--- src/source/mod_exp_pkg.sv ---
package mod_exp_pkg;

    // ------------------------------------------------------------------
    // widths
    // ------------------------------------------------------------------

    // one transferred word on the streams
    localparam int WORD_W    = 8;
    // words per operand, moved low word first
    localparam int NUM_WORDS = 4;
    localparam int OPERAND_W = WORD_W * NUM_WORDS;

    typedef logic [WORD_W-1:0]    word_t;
    typedef logic [OPERAND_W-1:0] operand_t;

    // ------------------------------------------------------------------
    // job and context
    // ------------------------------------------------------------------

    // one loaded job, modulus must be odd and above base
    typedef struct packed {
        operand_t modulus;
        operand_t base;
        operand_t exponent;
    } exp_job_t;

    // job plus the montgomery constants for its modulus
    typedef struct packed {
        exp_job_t job;
        // R mod m, montgomery form of one
        operand_t r_mod;
        // R^2 mod m, converts an operand into montgomery form
        operand_t r2_mod;
    } exp_ctx_t;

endpackage

--- src/source/operand_loader.sv ---
`timescale 1ns/1ns

module operand_loader (
    input  logic                  clk,
    input  logic                  rst_n,
    input  mod_exp_pkg::word_t    in_word,
    input  logic                  in_valid,
    output logic                  in_ready,
    output mod_exp_pkg::exp_job_t job,
    output logic                  job_valid,
    input  logic                  job_ready
);

    // modulus, base, exponent in that order
    localparam int JOB_WORDS = 3 * mod_exp_pkg::NUM_WORDS;
    localparam int CNT_W     = $clog2(JOB_WORDS);
    localparam int HI        = mod_exp_pkg::OPERAND_W - 1;
    localparam int LO        = mod_exp_pkg::WORD_W;

    logic [CNT_W-1:0] cnt;
    logic             accept;
    logic             last_word;

    assign accept    = in_valid && in_ready;
    assign last_word = (cnt == CNT_W'(JOB_WORDS - 1));

    // stall input while a finished job waits
    assign in_ready = !job_valid;

    always_ff @(posedge clk or negedge rst_n) begin
        if (!rst_n) begin
            cnt       <= '0;
            job_valid <= 1'b0;
        end else if (accept) begin
            cnt <= last_word ? '0 : cnt + 1'b1;
            if (last_word) begin
                job_valid <= 1'b1;
            end
        end else if (job_valid && job_ready) begin
            job_valid <= 1'b0;
        end
    end

    // words enter at the top and move down, low word ends at bit 0
    always_ff @(posedge clk) begin
        if (accept) begin
            case (cnt / mod_exp_pkg::NUM_WORDS)
                0:       job.modulus  <= {in_word, job.modulus[HI:LO]};
                1:       job.base     <= {in_word, job.base[HI:LO]};
                default: job.exponent <= {in_word, job.exponent[HI:LO]};
            endcase
        end
    end

endmodule

--- src/source/mont_const_gen.sv ---
`timescale 1ns/1ns

module mont_const_gen (
    input  logic                  clk,
    input  logic                  rst_n,
    input  mod_exp_pkg::exp_job_t job,
    input  logic                  job_valid,
    output logic                  job_ready,
    output mod_exp_pkg::exp_ctx_t ctx,
    output logic                  ctx_valid,
    input  logic                  ctx_ready
);

    localparam int W      = mod_exp_pkg::OPERAND_W;
    // 2^(2W) mod m needs 2W doublings
    localparam int STEPS  = 2 * W;
    localparam int STEP_W = $clog2(STEPS + 1);

    logic                  busy;
    logic [STEP_W-1:0]     step;
    mod_exp_pkg::operand_t acc;
    logic [W:0]            dbl;
    mod_exp_pkg::operand_t dbl_red;
    logic                  take;

    assign take      = job_valid && job_ready;
    assign job_ready = !busy && !ctx_valid;

    // ------------------------------------------------------------------
    // modular doubling, acc stays below m
    // ------------------------------------------------------------------
    assign dbl = {acc, 1'b0};

    always_comb begin
        if (dbl >= {1'b0, ctx.job.modulus}) begin
            dbl_red = W'(dbl - {1'b0, ctx.job.modulus});
        end else begin
            dbl_red = dbl[W-1:0];
        end
    end

    always_ff @(posedge clk or negedge rst_n) begin
        if (!rst_n) begin
            busy      <= 1'b0;
            step      <= '0;
            ctx_valid <= 1'b0;
        end else if (take) begin
            busy <= 1'b1;
            step <= '0;
        end else if (busy) begin
            // one extra cycle after the last doubling to latch r2
            if (step == STEP_W'(STEPS)) begin
                busy      <= 1'b0;
                ctx_valid <= 1'b1;
            end else begin
                step <= step + 1'b1;
            end
        end else if (ctx_valid && ctx_ready) begin
            ctx_valid <= 1'b0;
        end
    end

    always_ff @(posedge clk) begin
        if (take) begin
            ctx.job <= job;
            acc     <= mod_exp_pkg::operand_t'(1);
        end else if (busy) begin
            if (step < STEP_W'(STEPS)) begin
                acc <= dbl_red;
            end
            // after W doublings the value is R mod m
            if (step == STEP_W'(W - 1)) begin
                ctx.r_mod <= dbl_red;
            end
            if (step == STEP_W'(STEPS)) begin
                ctx.r2_mod <= acc;
            end
        end
    end

endmodule

--- src/source/mont_mult.sv ---
`timescale 1ns/1ns

module mont_mult (
    input  logic                  clk,
    input  logic                  rst_n,
    input  logic                  mul_start,
    input  mod_exp_pkg::operand_t mul_a,
    input  mod_exp_pkg::operand_t mul_b,
    input  mod_exp_pkg::operand_t mul_m,
    output logic                  mul_done,
    output mod_exp_pkg::operand_t mul_p
);

    localparam int W     = mod_exp_pkg::OPERAND_W;
    localparam int CNT_W = $clog2(W);

    typedef enum logic [1:0] {
        S_IDLE,
        S_RUN,
        S_SUB
    } state_t;

    state_t                state;
    logic [CNT_W-1:0]      bit_cnt;
    mod_exp_pkg::operand_t a_sh;
    mod_exp_pkg::operand_t b_q;
    mod_exp_pkg::operand_t m_q;
    // partial sum, kept below 2m
    logic [W:0]            acc;
    logic [W+1:0]          sum_b;
    logic [W+1:0]          sum_m;

    // add b when the bit is set, add m when odd, then halve
    assign sum_b = {1'b0, acc} + (a_sh[0] ? {2'b00, b_q} : '0);
    assign sum_m = sum_b + (sum_b[0] ? {2'b00, m_q} : '0);

    always_ff @(posedge clk or negedge rst_n) begin
        if (!rst_n) begin
            state    <= S_IDLE;
            bit_cnt  <= '0;
            mul_done <= 1'b0;
        end else begin
            mul_done <= 1'b0;
            case (state)
                S_IDLE: begin
                    if (mul_start) begin
                        state   <= S_RUN;
                        bit_cnt <= '0;
                    end
                end
                S_RUN: begin
                    bit_cnt <= bit_cnt + 1'b1;
                    if (bit_cnt == CNT_W'(W - 1)) begin
                        state <= S_SUB;
                    end
                end
                default: begin
                    state    <= S_IDLE;
                    mul_done <= 1'b1;
                end
            endcase
        end
    end

    always_ff @(posedge clk) begin
        if (state == S_IDLE && mul_start) begin
            a_sh <= mul_a;
            b_q  <= mul_b;
            m_q  <= mul_m;
            acc  <= '0;
        end else if (state == S_RUN) begin
            a_sh <= a_sh >> 1;
            acc  <= sum_m[W+1:1];
        end else if (state == S_SUB) begin
            // final subtraction
            mul_p <= (acc >= {1'b0, m_q}) ? W'(acc - {1'b0, m_q}) : acc[W-1:0];
        end
    end

endmodule

--- src/source/exp_sequencer.sv ---
`timescale 1ns/1ns

module exp_sequencer (
    input  logic                  clk,
    input  logic                  rst_n,
    input  mod_exp_pkg::exp_ctx_t ctx,
    input  logic                  ctx_valid,
    output logic                  ctx_ready,
    output mod_exp_pkg::operand_t res,
    output logic                  res_valid,
    input  logic                  res_ready
);

    localparam int W     = mod_exp_pkg::OPERAND_W;
    localparam int CNT_W = $clog2(W);

    typedef enum logic [2:0] {
        S_IDLE,
        S_CONV,
        S_SQR,
        S_MUL,
        S_FINAL,
        S_HOLD
    } state_t;

    state_t                state;
    logic                  pending;
    logic [CNT_W-1:0]      bit_cnt;
    mod_exp_pkg::exp_ctx_t ctx_q;
    mod_exp_pkg::operand_t base_m;
    mod_exp_pkg::operand_t acc;
    mod_exp_pkg::operand_t exp_sh;
    logic                  in_product;
    logic                  step_done;
    logic                  bit_adv;
    logic                  last_bit;
    logic                  mul_start;
    mod_exp_pkg::operand_t mul_a;
    mod_exp_pkg::operand_t mul_b;
    logic                  mul_done;
    mod_exp_pkg::operand_t mul_p;

    assign ctx_ready  = (state == S_IDLE);
    assign res_valid  = (state == S_HOLD);
    assign in_product = (state == S_CONV) || (state == S_SQR) ||
                        (state == S_MUL) || (state == S_FINAL);
    assign mul_start  = in_product && !pending;
    assign step_done  = pending && mul_done;
    assign last_bit   = (bit_cnt == CNT_W'(W - 1));
    // bit finished: square with a zero bit, or the multiply after it
    assign bit_adv    = step_done &&
                        ((state == S_SQR && !exp_sh[W-1]) || state == S_MUL);

    // ------------------------------------------------------------------
    // operand select per phase
    // ------------------------------------------------------------------
    always_comb begin
        case (state)
            S_CONV: begin
                mul_a = ctx_q.job.base;
                mul_b = ctx_q.r2_mod;
            end
            S_MUL: begin
                mul_a = acc;
                mul_b = base_m;
            end
            S_FINAL: begin
                // times one leaves montgomery form
                mul_a = acc;
                mul_b = mod_exp_pkg::operand_t'(1);
            end
            default: begin
                mul_a = acc;
                mul_b = acc;
            end
        endcase
    end

    always_ff @(posedge clk or negedge rst_n) begin
        if (!rst_n) begin
            state   <= S_IDLE;
            pending <= 1'b0;
            bit_cnt <= '0;
        end else begin
            if (mul_start) begin
                pending <= 1'b1;
            end else if (step_done) begin
                pending <= 1'b0;
            end
            case (state)
                S_IDLE:  if (ctx_valid) state <= S_CONV;
                S_CONV:  if (step_done) begin
                    state   <= S_SQR;
                    bit_cnt <= '0;
                end
                S_SQR:   if (step_done && exp_sh[W-1]) state <= S_MUL;
                S_FINAL: if (step_done) state <= S_HOLD;
                S_HOLD:  if (res_ready) state <= S_IDLE;
                default: ;
            endcase
            if (bit_adv) begin
                bit_cnt <= bit_cnt + 1'b1;
                state   <= last_bit ? S_FINAL : S_SQR;
            end
        end
    end

    always_ff @(posedge clk) begin
        if (ctx_valid && ctx_ready) begin
            ctx_q  <= ctx;
            exp_sh <= ctx.job.exponent;
        end
        if (step_done) begin
            case (state)
                S_CONV: begin
                    base_m <= mul_p;
                    // accumulator starts at one in montgomery form
                    acc    <= ctx_q.r_mod;
                end
                S_FINAL: res <= mul_p;
                default: acc <= mul_p;
            endcase
        end
        // msb first
        if (bit_adv) begin
            exp_sh <= exp_sh << 1;
        end
    end

    mont_mult i_mont_mult (
        .clk       (clk),
        .rst_n     (rst_n),
        .mul_start (mul_start),
        .mul_a     (mul_a),
        .mul_b     (mul_b),
        .mul_m     (ctx_q.job.modulus),
        .mul_done  (mul_done),
        .mul_p     (mul_p)
    );

endmodule

--- src/source/result_serializer.sv ---
`timescale 1ns/1ns

module result_serializer (
    input  logic                  clk,
    input  logic                  rst_n,
    input  mod_exp_pkg::operand_t res,
    input  logic                  res_valid,
    output logic                  res_ready,
    output mod_exp_pkg::word_t    out_word,
    output logic                  out_valid,
    output logic                  out_last,
    input  logic                  out_ready
);

    localparam int CNT_W = $clog2(mod_exp_pkg::NUM_WORDS);

    logic [CNT_W-1:0]      cnt;
    mod_exp_pkg::operand_t shreg;
    logic                  take;
    logic                  sent;

    // take a new result only once the previous one is fully out
    assign res_ready = !out_valid;
    assign take      = res_valid && res_ready;
    assign sent      = out_valid && out_ready;

    // both come from registers, so stable during a stall
    assign out_word = shreg[mod_exp_pkg::WORD_W-1:0];
    assign out_last = (cnt == CNT_W'(mod_exp_pkg::NUM_WORDS - 1));

    always_ff @(posedge clk or negedge rst_n) begin
        if (!rst_n) begin
            out_valid <= 1'b0;
            cnt       <= '0;
        end else if (take) begin
            out_valid <= 1'b1;
            cnt       <= '0;
        end else if (sent) begin
            cnt <= cnt + 1'b1;
            if (out_last) begin
                out_valid <= 1'b0;
            end
        end
    end

    always_ff @(posedge clk) begin
        if (take) begin
            shreg <= res;
        end else if (sent) begin
            shreg <= shreg >> mod_exp_pkg::WORD_W;
        end
    end

endmodule

--- src/source/mod_exp_top.sv ---
`timescale 1ns/1ns

module mod_exp_top (
    input  logic               clk,
    input  logic               rst_n,
    input  mod_exp_pkg::word_t in_word,
    input  logic               in_valid,
    output logic               in_ready,
    output mod_exp_pkg::word_t out_word,
    output logic               out_valid,
    output logic               out_last,
    input  logic               out_ready
);

    // ------------------------------------------------------------------
    // inter-stage links
    // ------------------------------------------------------------------
    mod_exp_pkg::exp_job_t job;
    logic                  job_valid;
    logic                  job_ready;
    mod_exp_pkg::exp_ctx_t ctx;
    logic                  ctx_valid;
    logic                  ctx_ready;
    mod_exp_pkg::operand_t res;
    logic                  res_valid;
    logic                  res_ready;

    operand_loader i_loader (
        .clk       (clk),
        .rst_n     (rst_n),
        .in_word   (in_word),
        .in_valid  (in_valid),
        .in_ready  (in_ready),
        .job       (job),
        .job_valid (job_valid),
        .job_ready (job_ready)
    );

    // constants for the next job while the sequencer runs
    mont_const_gen i_const_gen (
        .clk       (clk),
        .rst_n     (rst_n),
        .job       (job),
        .job_valid (job_valid),
        .job_ready (job_ready),
        .ctx       (ctx),
        .ctx_valid (ctx_valid),
        .ctx_ready (ctx_ready)
    );

    exp_sequencer i_sequencer (
        .clk       (clk),
        .rst_n     (rst_n),
        .ctx       (ctx),
        .ctx_valid (ctx_valid),
        .ctx_ready (ctx_ready),
        .res       (res),
        .res_valid (res_valid),
        .res_ready (res_ready)
    );

    result_serializer i_serializer (
        .clk       (clk),
        .rst_n     (rst_n),
        .res       (res),
        .res_valid (res_valid),
        .res_ready (res_ready),
        .out_word  (out_word),
        .out_valid (out_valid),
        .out_last  (out_last),
        .out_ready (out_ready)
    );

endmodule

--- config.mk ---
export PLATFORM = sky130hd
export DESIGN_NAME = mod_exp_top
export DESIGN_NICKNAME = d
export VERILOG_FILES = /design/src/source/mod_exp_pkg.sv /design/src/source/operand_loader.sv /design/src/source/mont_const_gen.sv /design/src/source/mont_mult.sv /design/src/source/exp_sequencer.sv /design/src/source/result_serializer.sv /design/src/source/mod_exp_top.sv
export SDC_FILE = /design/constraint.sdc
export NUM_CORES = 1
export LEC_CHECK = 0
export BUFFER_PORTS_ARGS = -buffer_cell sky130_fd_sc_hd__buf_2
export CORE_MARGIN = 2
export CORE_UTILIZATION = 30
export DETAILED_ROUTE_END_ITERATION = 8
export SKIP_LAST_GASP = 1
export SLEW_MARGIN = 30
export SYNTH_ARGS = -nofsm -noshare
export SYNTH_HDL_FRONTEND = slang
export SYNTH_SLANG_ARGS = --single-unit
--- constraint.sdc ---
create_clock -name clk -period 9.29 [get_ports clk]
set_clock_uncertainty 0.05 [all_clocks]
set_input_delay 0.4645 -clock clk [delete_from_list [all_inputs] [get_ports clk]]
set_output_delay 0.4645 -clock clk [all_outputs]
set_load 0.1 [all_outputs]
==> flow_metrics.py <==
metrics = {
    "cells_and_area": {
        "design_area_um2": 39140,
        "layout_commonest_cell": "edfxtp_1",
        "layout-drive-gt1-share": 0.1218,
        "post-route-util": 0.3428,
        "final_cell_mix": "edfxtp_1 (671), nand2_1 (195), a21oi_1 (184)",
        "stdcell_count": 4256,
        "layout-area-overhead-vs-synth_pct": 13.37,
        "fill_cells": 11163,
        "num-nets-final": 2824,
    },
    "synthesis": {
        "synthArstFlopShare": 0.04410,
        "postSynthCellCount": 2632,
        "synth_ff_type": "edfxtp_1",
        "synth.cell_area_um2": 34530,
        "yosysWarnings": 0,
        "avgSynthCellArea_um2": 13.12,
        "synth_edf_count": 671,
        "ys_ff_latch": 771,
        "synth_nets": 2783,
        "yosysSeqAreaShare": 0.6465,
        "synth_cell_type_count": 76,
    },
    "critical_path": {
        "critical_path.max_fanout": 32,
        "startpoint_type": "flip-flop",
        "cpPeakStageDelay_ps": 660,
        "critPathCaptureType": "flip-flop",
        "crit_path_cell_trace": "buf_4 > and2_1 > ha_1 > a21o_1 > nand4_1 > a21boi_0 > o2111ai_1 > a21oi_1 > nor3_1 > nor3b_1 > o21a_1 > nor2_1 > xnor2_1 > ha_1 > a21oi_1 > nor2b_1 > nor4_1 > nand4b_1 > nand3_1 > a21oi_1 > or3b_2 > a31oi_1",
        "r2r_cells": 22,
        "crit_top_cell": "a21oi_1",
        "required_ps": 9770,
        "slowest_stage": "nor3b_1",
        "rr_startpoint": "i_sequencer.i_mont_mult.a_sh[0]$_DFFE_PP_",
        "ff2ff_setup_slack_ps": 3540,
        "timing.rr.end": "i_sequencer.i_mont_mult.acc[32]$_SDFFE_PP0P_",
        "cp.arrival_ps": 6230,
        "critPathKind": "reg2reg",
    },
    "detailed_routing": {
        "post_drt_wl_per_cell_um": 20.32,
        "drc": 0,
        "ant_nets": 0,
        "firstDrtPassIters": 6,
        "vias": 20825,
        "drt-total-wl_um": 86490,
        "vias_per_cell": 4.893,
        "drt_iter0_markers": 1970,
    },
    "hold_path": {
        "hold_end": "i_loader.job[91]$_DFFE_PP_",
        "worstHoldStart": "in_word[3]",
        "holdCritPathClass": "in2reg",
        "hold_path_depth": 1,
    },
    "timing": {
        "worst_slew_pin_slew_ps": 908.0,
        "max_freq_ghz": 0.1739,
        "finalHoldViolations": 0,
        "fin_crit_sh": 0.6189,
        "setup_violations": 0,
        "fin_crit_ps": 5750,
        "rsz0062_at_grt": "false",
        "layout_setup_ws_ps": 3540,
        "relSlewSlack": 0.3947,
        "finalSetupTns_ps": 0,
        "slew_violations": 0,
        "hold_ws_ps": 60.10,
    },
    "floorplan": {
        "num_rows": 124,
        "ios": 23,
        "die_h_um": 343.2,
        "start_util": 0.3024,
        "core-area_um2": 114200,
        "dieArea_um2": 117800,
        "die_w_um": 343.2,
    },
    "global_route": {
        "grt_pass1_vias": 19884,
        "track_usage": 0.1453,
        "antenna_found_initial": 7,
        "grt_first_pass_wirelength_um": 129300,
        "grt_max_degree": 73,
        "overflow": 0,
    },
    "pwr": {
        "power.leakage_nw": 14.06,
        "vdd_drop_max_v": 0.0001450,
        "powerDensity_nw_per_um2": 184.8,
        "fin_total_pwr_mw": 7.232,
    },
    "clock_network": {
        "path_clk_slew_ps": 60,
        "cts_buffers": 82,
        "clock_sinks": 771,
        "cts_tree": "built",
        "worstSkewPairLatency_ps": 640,
        "root_buffer": "clkbuf_16",
        "htreeDepth": 3,
        "cts_setup_buffers": 0,
        "clk_path_buf_depth": 3,
    },
    "placement": {
        "globalplace.congestion": 0.9353,
        "port-buffer-count": 22,
        "dpl.hpwl_um": 62170,
        "dpl.cell_count": 4100,
        "place_ws_ps": 3698,
        "postPlaceCellArea_um2": 36410,
    },
    "run_status": {
        "status": "finished, final reports clean",
    },
    "job": {
        "maxCapViolations": 0,
    },
}
==> report_power, final <==
part,total (mW),internal [mW],switching [mW]
Combinational,0.110,0.0246,0.0858
Clock,3.24,1.87,1.37
Sequential,3.88,3.84,0.0423
Total,7.23,5.73,1.50
==> cells in the mapped netlist, drive strengths merged, types with 35 or more instances <==
cell,number,area share
clkbuf,79,0.0086
o22ai,39,0.0071
a22o,35,0.0089
mux2,115,0.038
a21oi,194,0.029
a21o,50,0.011
mux2i,36,0.010
dfxtp,66,0.038
xor2,44,0.011
nand2,195,0.021
xnor2,63,0.016
o21ai,140,0.020
edfxtp,671,0.58
and2,88,0.016
nor2,168,0.018
inv,110,0.012
ha,135,0.049
nand3,39,0.0057
==> registers in the layout, indices dropped and copies added (netlist names), 7 cells and up <==
name                           count
i_serializer.shreg                32
i_sequencer.i_mont_mult.m_q       32
i_sequencer.exp_sh                32
i_sequencer.i_mont_mult.mul_p     32
i_const_gen.ctx                  160
i_const_gen.step                   7
i_sequencer.i_mont_mult.b_q       32
i_sequencer.i_mont_mult.acc       33
i_sequencer.res                   32
i_const_gen.acc                   32
i_sequencer.i_mont_mult.a_sh      32
i_sequencer.acc                   32
i_sequencer.ctx_q                128
i_loader.job                      96
i_sequencer.base_m                32
==> repair_timing <==
item | CTS | global route
endpoints found under the hold margin | 34 | 0
endpoints found under the setup margin | 0 | 0
gates resized for setup | 0 | 0
hold buffers | 1 | 0
==> worst max path at each step <==
stage / from / end / slack [ps] / cells past startpoint
2_1_floorplan: i_sequencer.state[1]$_DFFE_PN0P_ / i_sequencer.exp_sh[10]$_DFFE_PP_ / 2580 / 5
6_report: i_sequencer.i_mont_mult.a_sh[0]$_DFFE_PP_ / i_sequencer.i_mont_mult.acc[32]$_SDFFE_PP0P_ / 3540 / 22
3_5_place_dp: i_sequencer.i_mont_mult.a_sh[0]$_DFFE_PP_ / i_sequencer.i_mont_mult.acc[32]$_SDFFE_PP0P_ / 3700 / 22
5_1_grt: i_sequencer.i_mont_mult.a_sh[0]$_DFFE_PP_ / i_sequencer.i_mont_mult.acc[32]$_SDFFE_PP0P_ / 3040 / 22
4_1_cts: i_sequencer.i_mont_mult.a_sh[0]$_DFFE_PP_ / i_sequencer.i_mont_mult.acc[32]$_SDFFE_PP0P_ / 3640 / 24
3_3_place_gp: i_sequencer.i_mont_mult.a_sh[0]$_DFFE_PP_ / i_sequencer.i_mont_mult.acc[31]$_SDFFE_PP0P_ / 3750 / 24
==> routing by layer <==
metal	vias up	global-route usage	wire, um
li1	9885	-	-
met1	10253	0.2095	40120
met2	576	0.2289	39860
met3	109	0.01625	4279
met4	2	0.04549	2224
met5	-	0	13
==> layout make-up <==
| cell class | count | area [um^2] | area share |
|---|---|---|---|
| sequential | 771 | 22320 | 0.5703 |
| multi-input combinational | 1647 | 11390 | 0.2910 |
| clock buffer | 110 | 2218 | 0.05668 |
| tap | 1512 | 1892 | 0.04833 |
| clock inverter | 44 | 491.7 | 0.01256 |
| inverter | 112 | 424.2 | 0.01084 |
| timing repair buffer | 59 | 400.4 | 0.01023 |
| antenna | 1 | 2.502 | 0.00006393 |
==> kinds of logic (layout without fill, tap and decap cells) <==
family	after synthesis	count (layout)	synth area share
AOI/OAI and AO/OA	606	606	0.1106
xor gates and xnor gates	107	107	0.02714
adders and majority gates	139	139	0.05124
buffers and inverters	214	325	0.02566
DFF	771	771	0.6465
muxes	151	151	0.04882
other	0	1	0
and+or+nand+nor	644	644	0.09002
==> critical path, delay by kind of cell (launching register included) <==
kind	cells	cell delay (ps)
compound gates	8	1940
xor+xnor	1	130
fa+ha+maj	2	660
buf+inv	1	230
flops	1	350
simple gates	10	2270
Note: power is estimated with default switching activity, not from simulation.
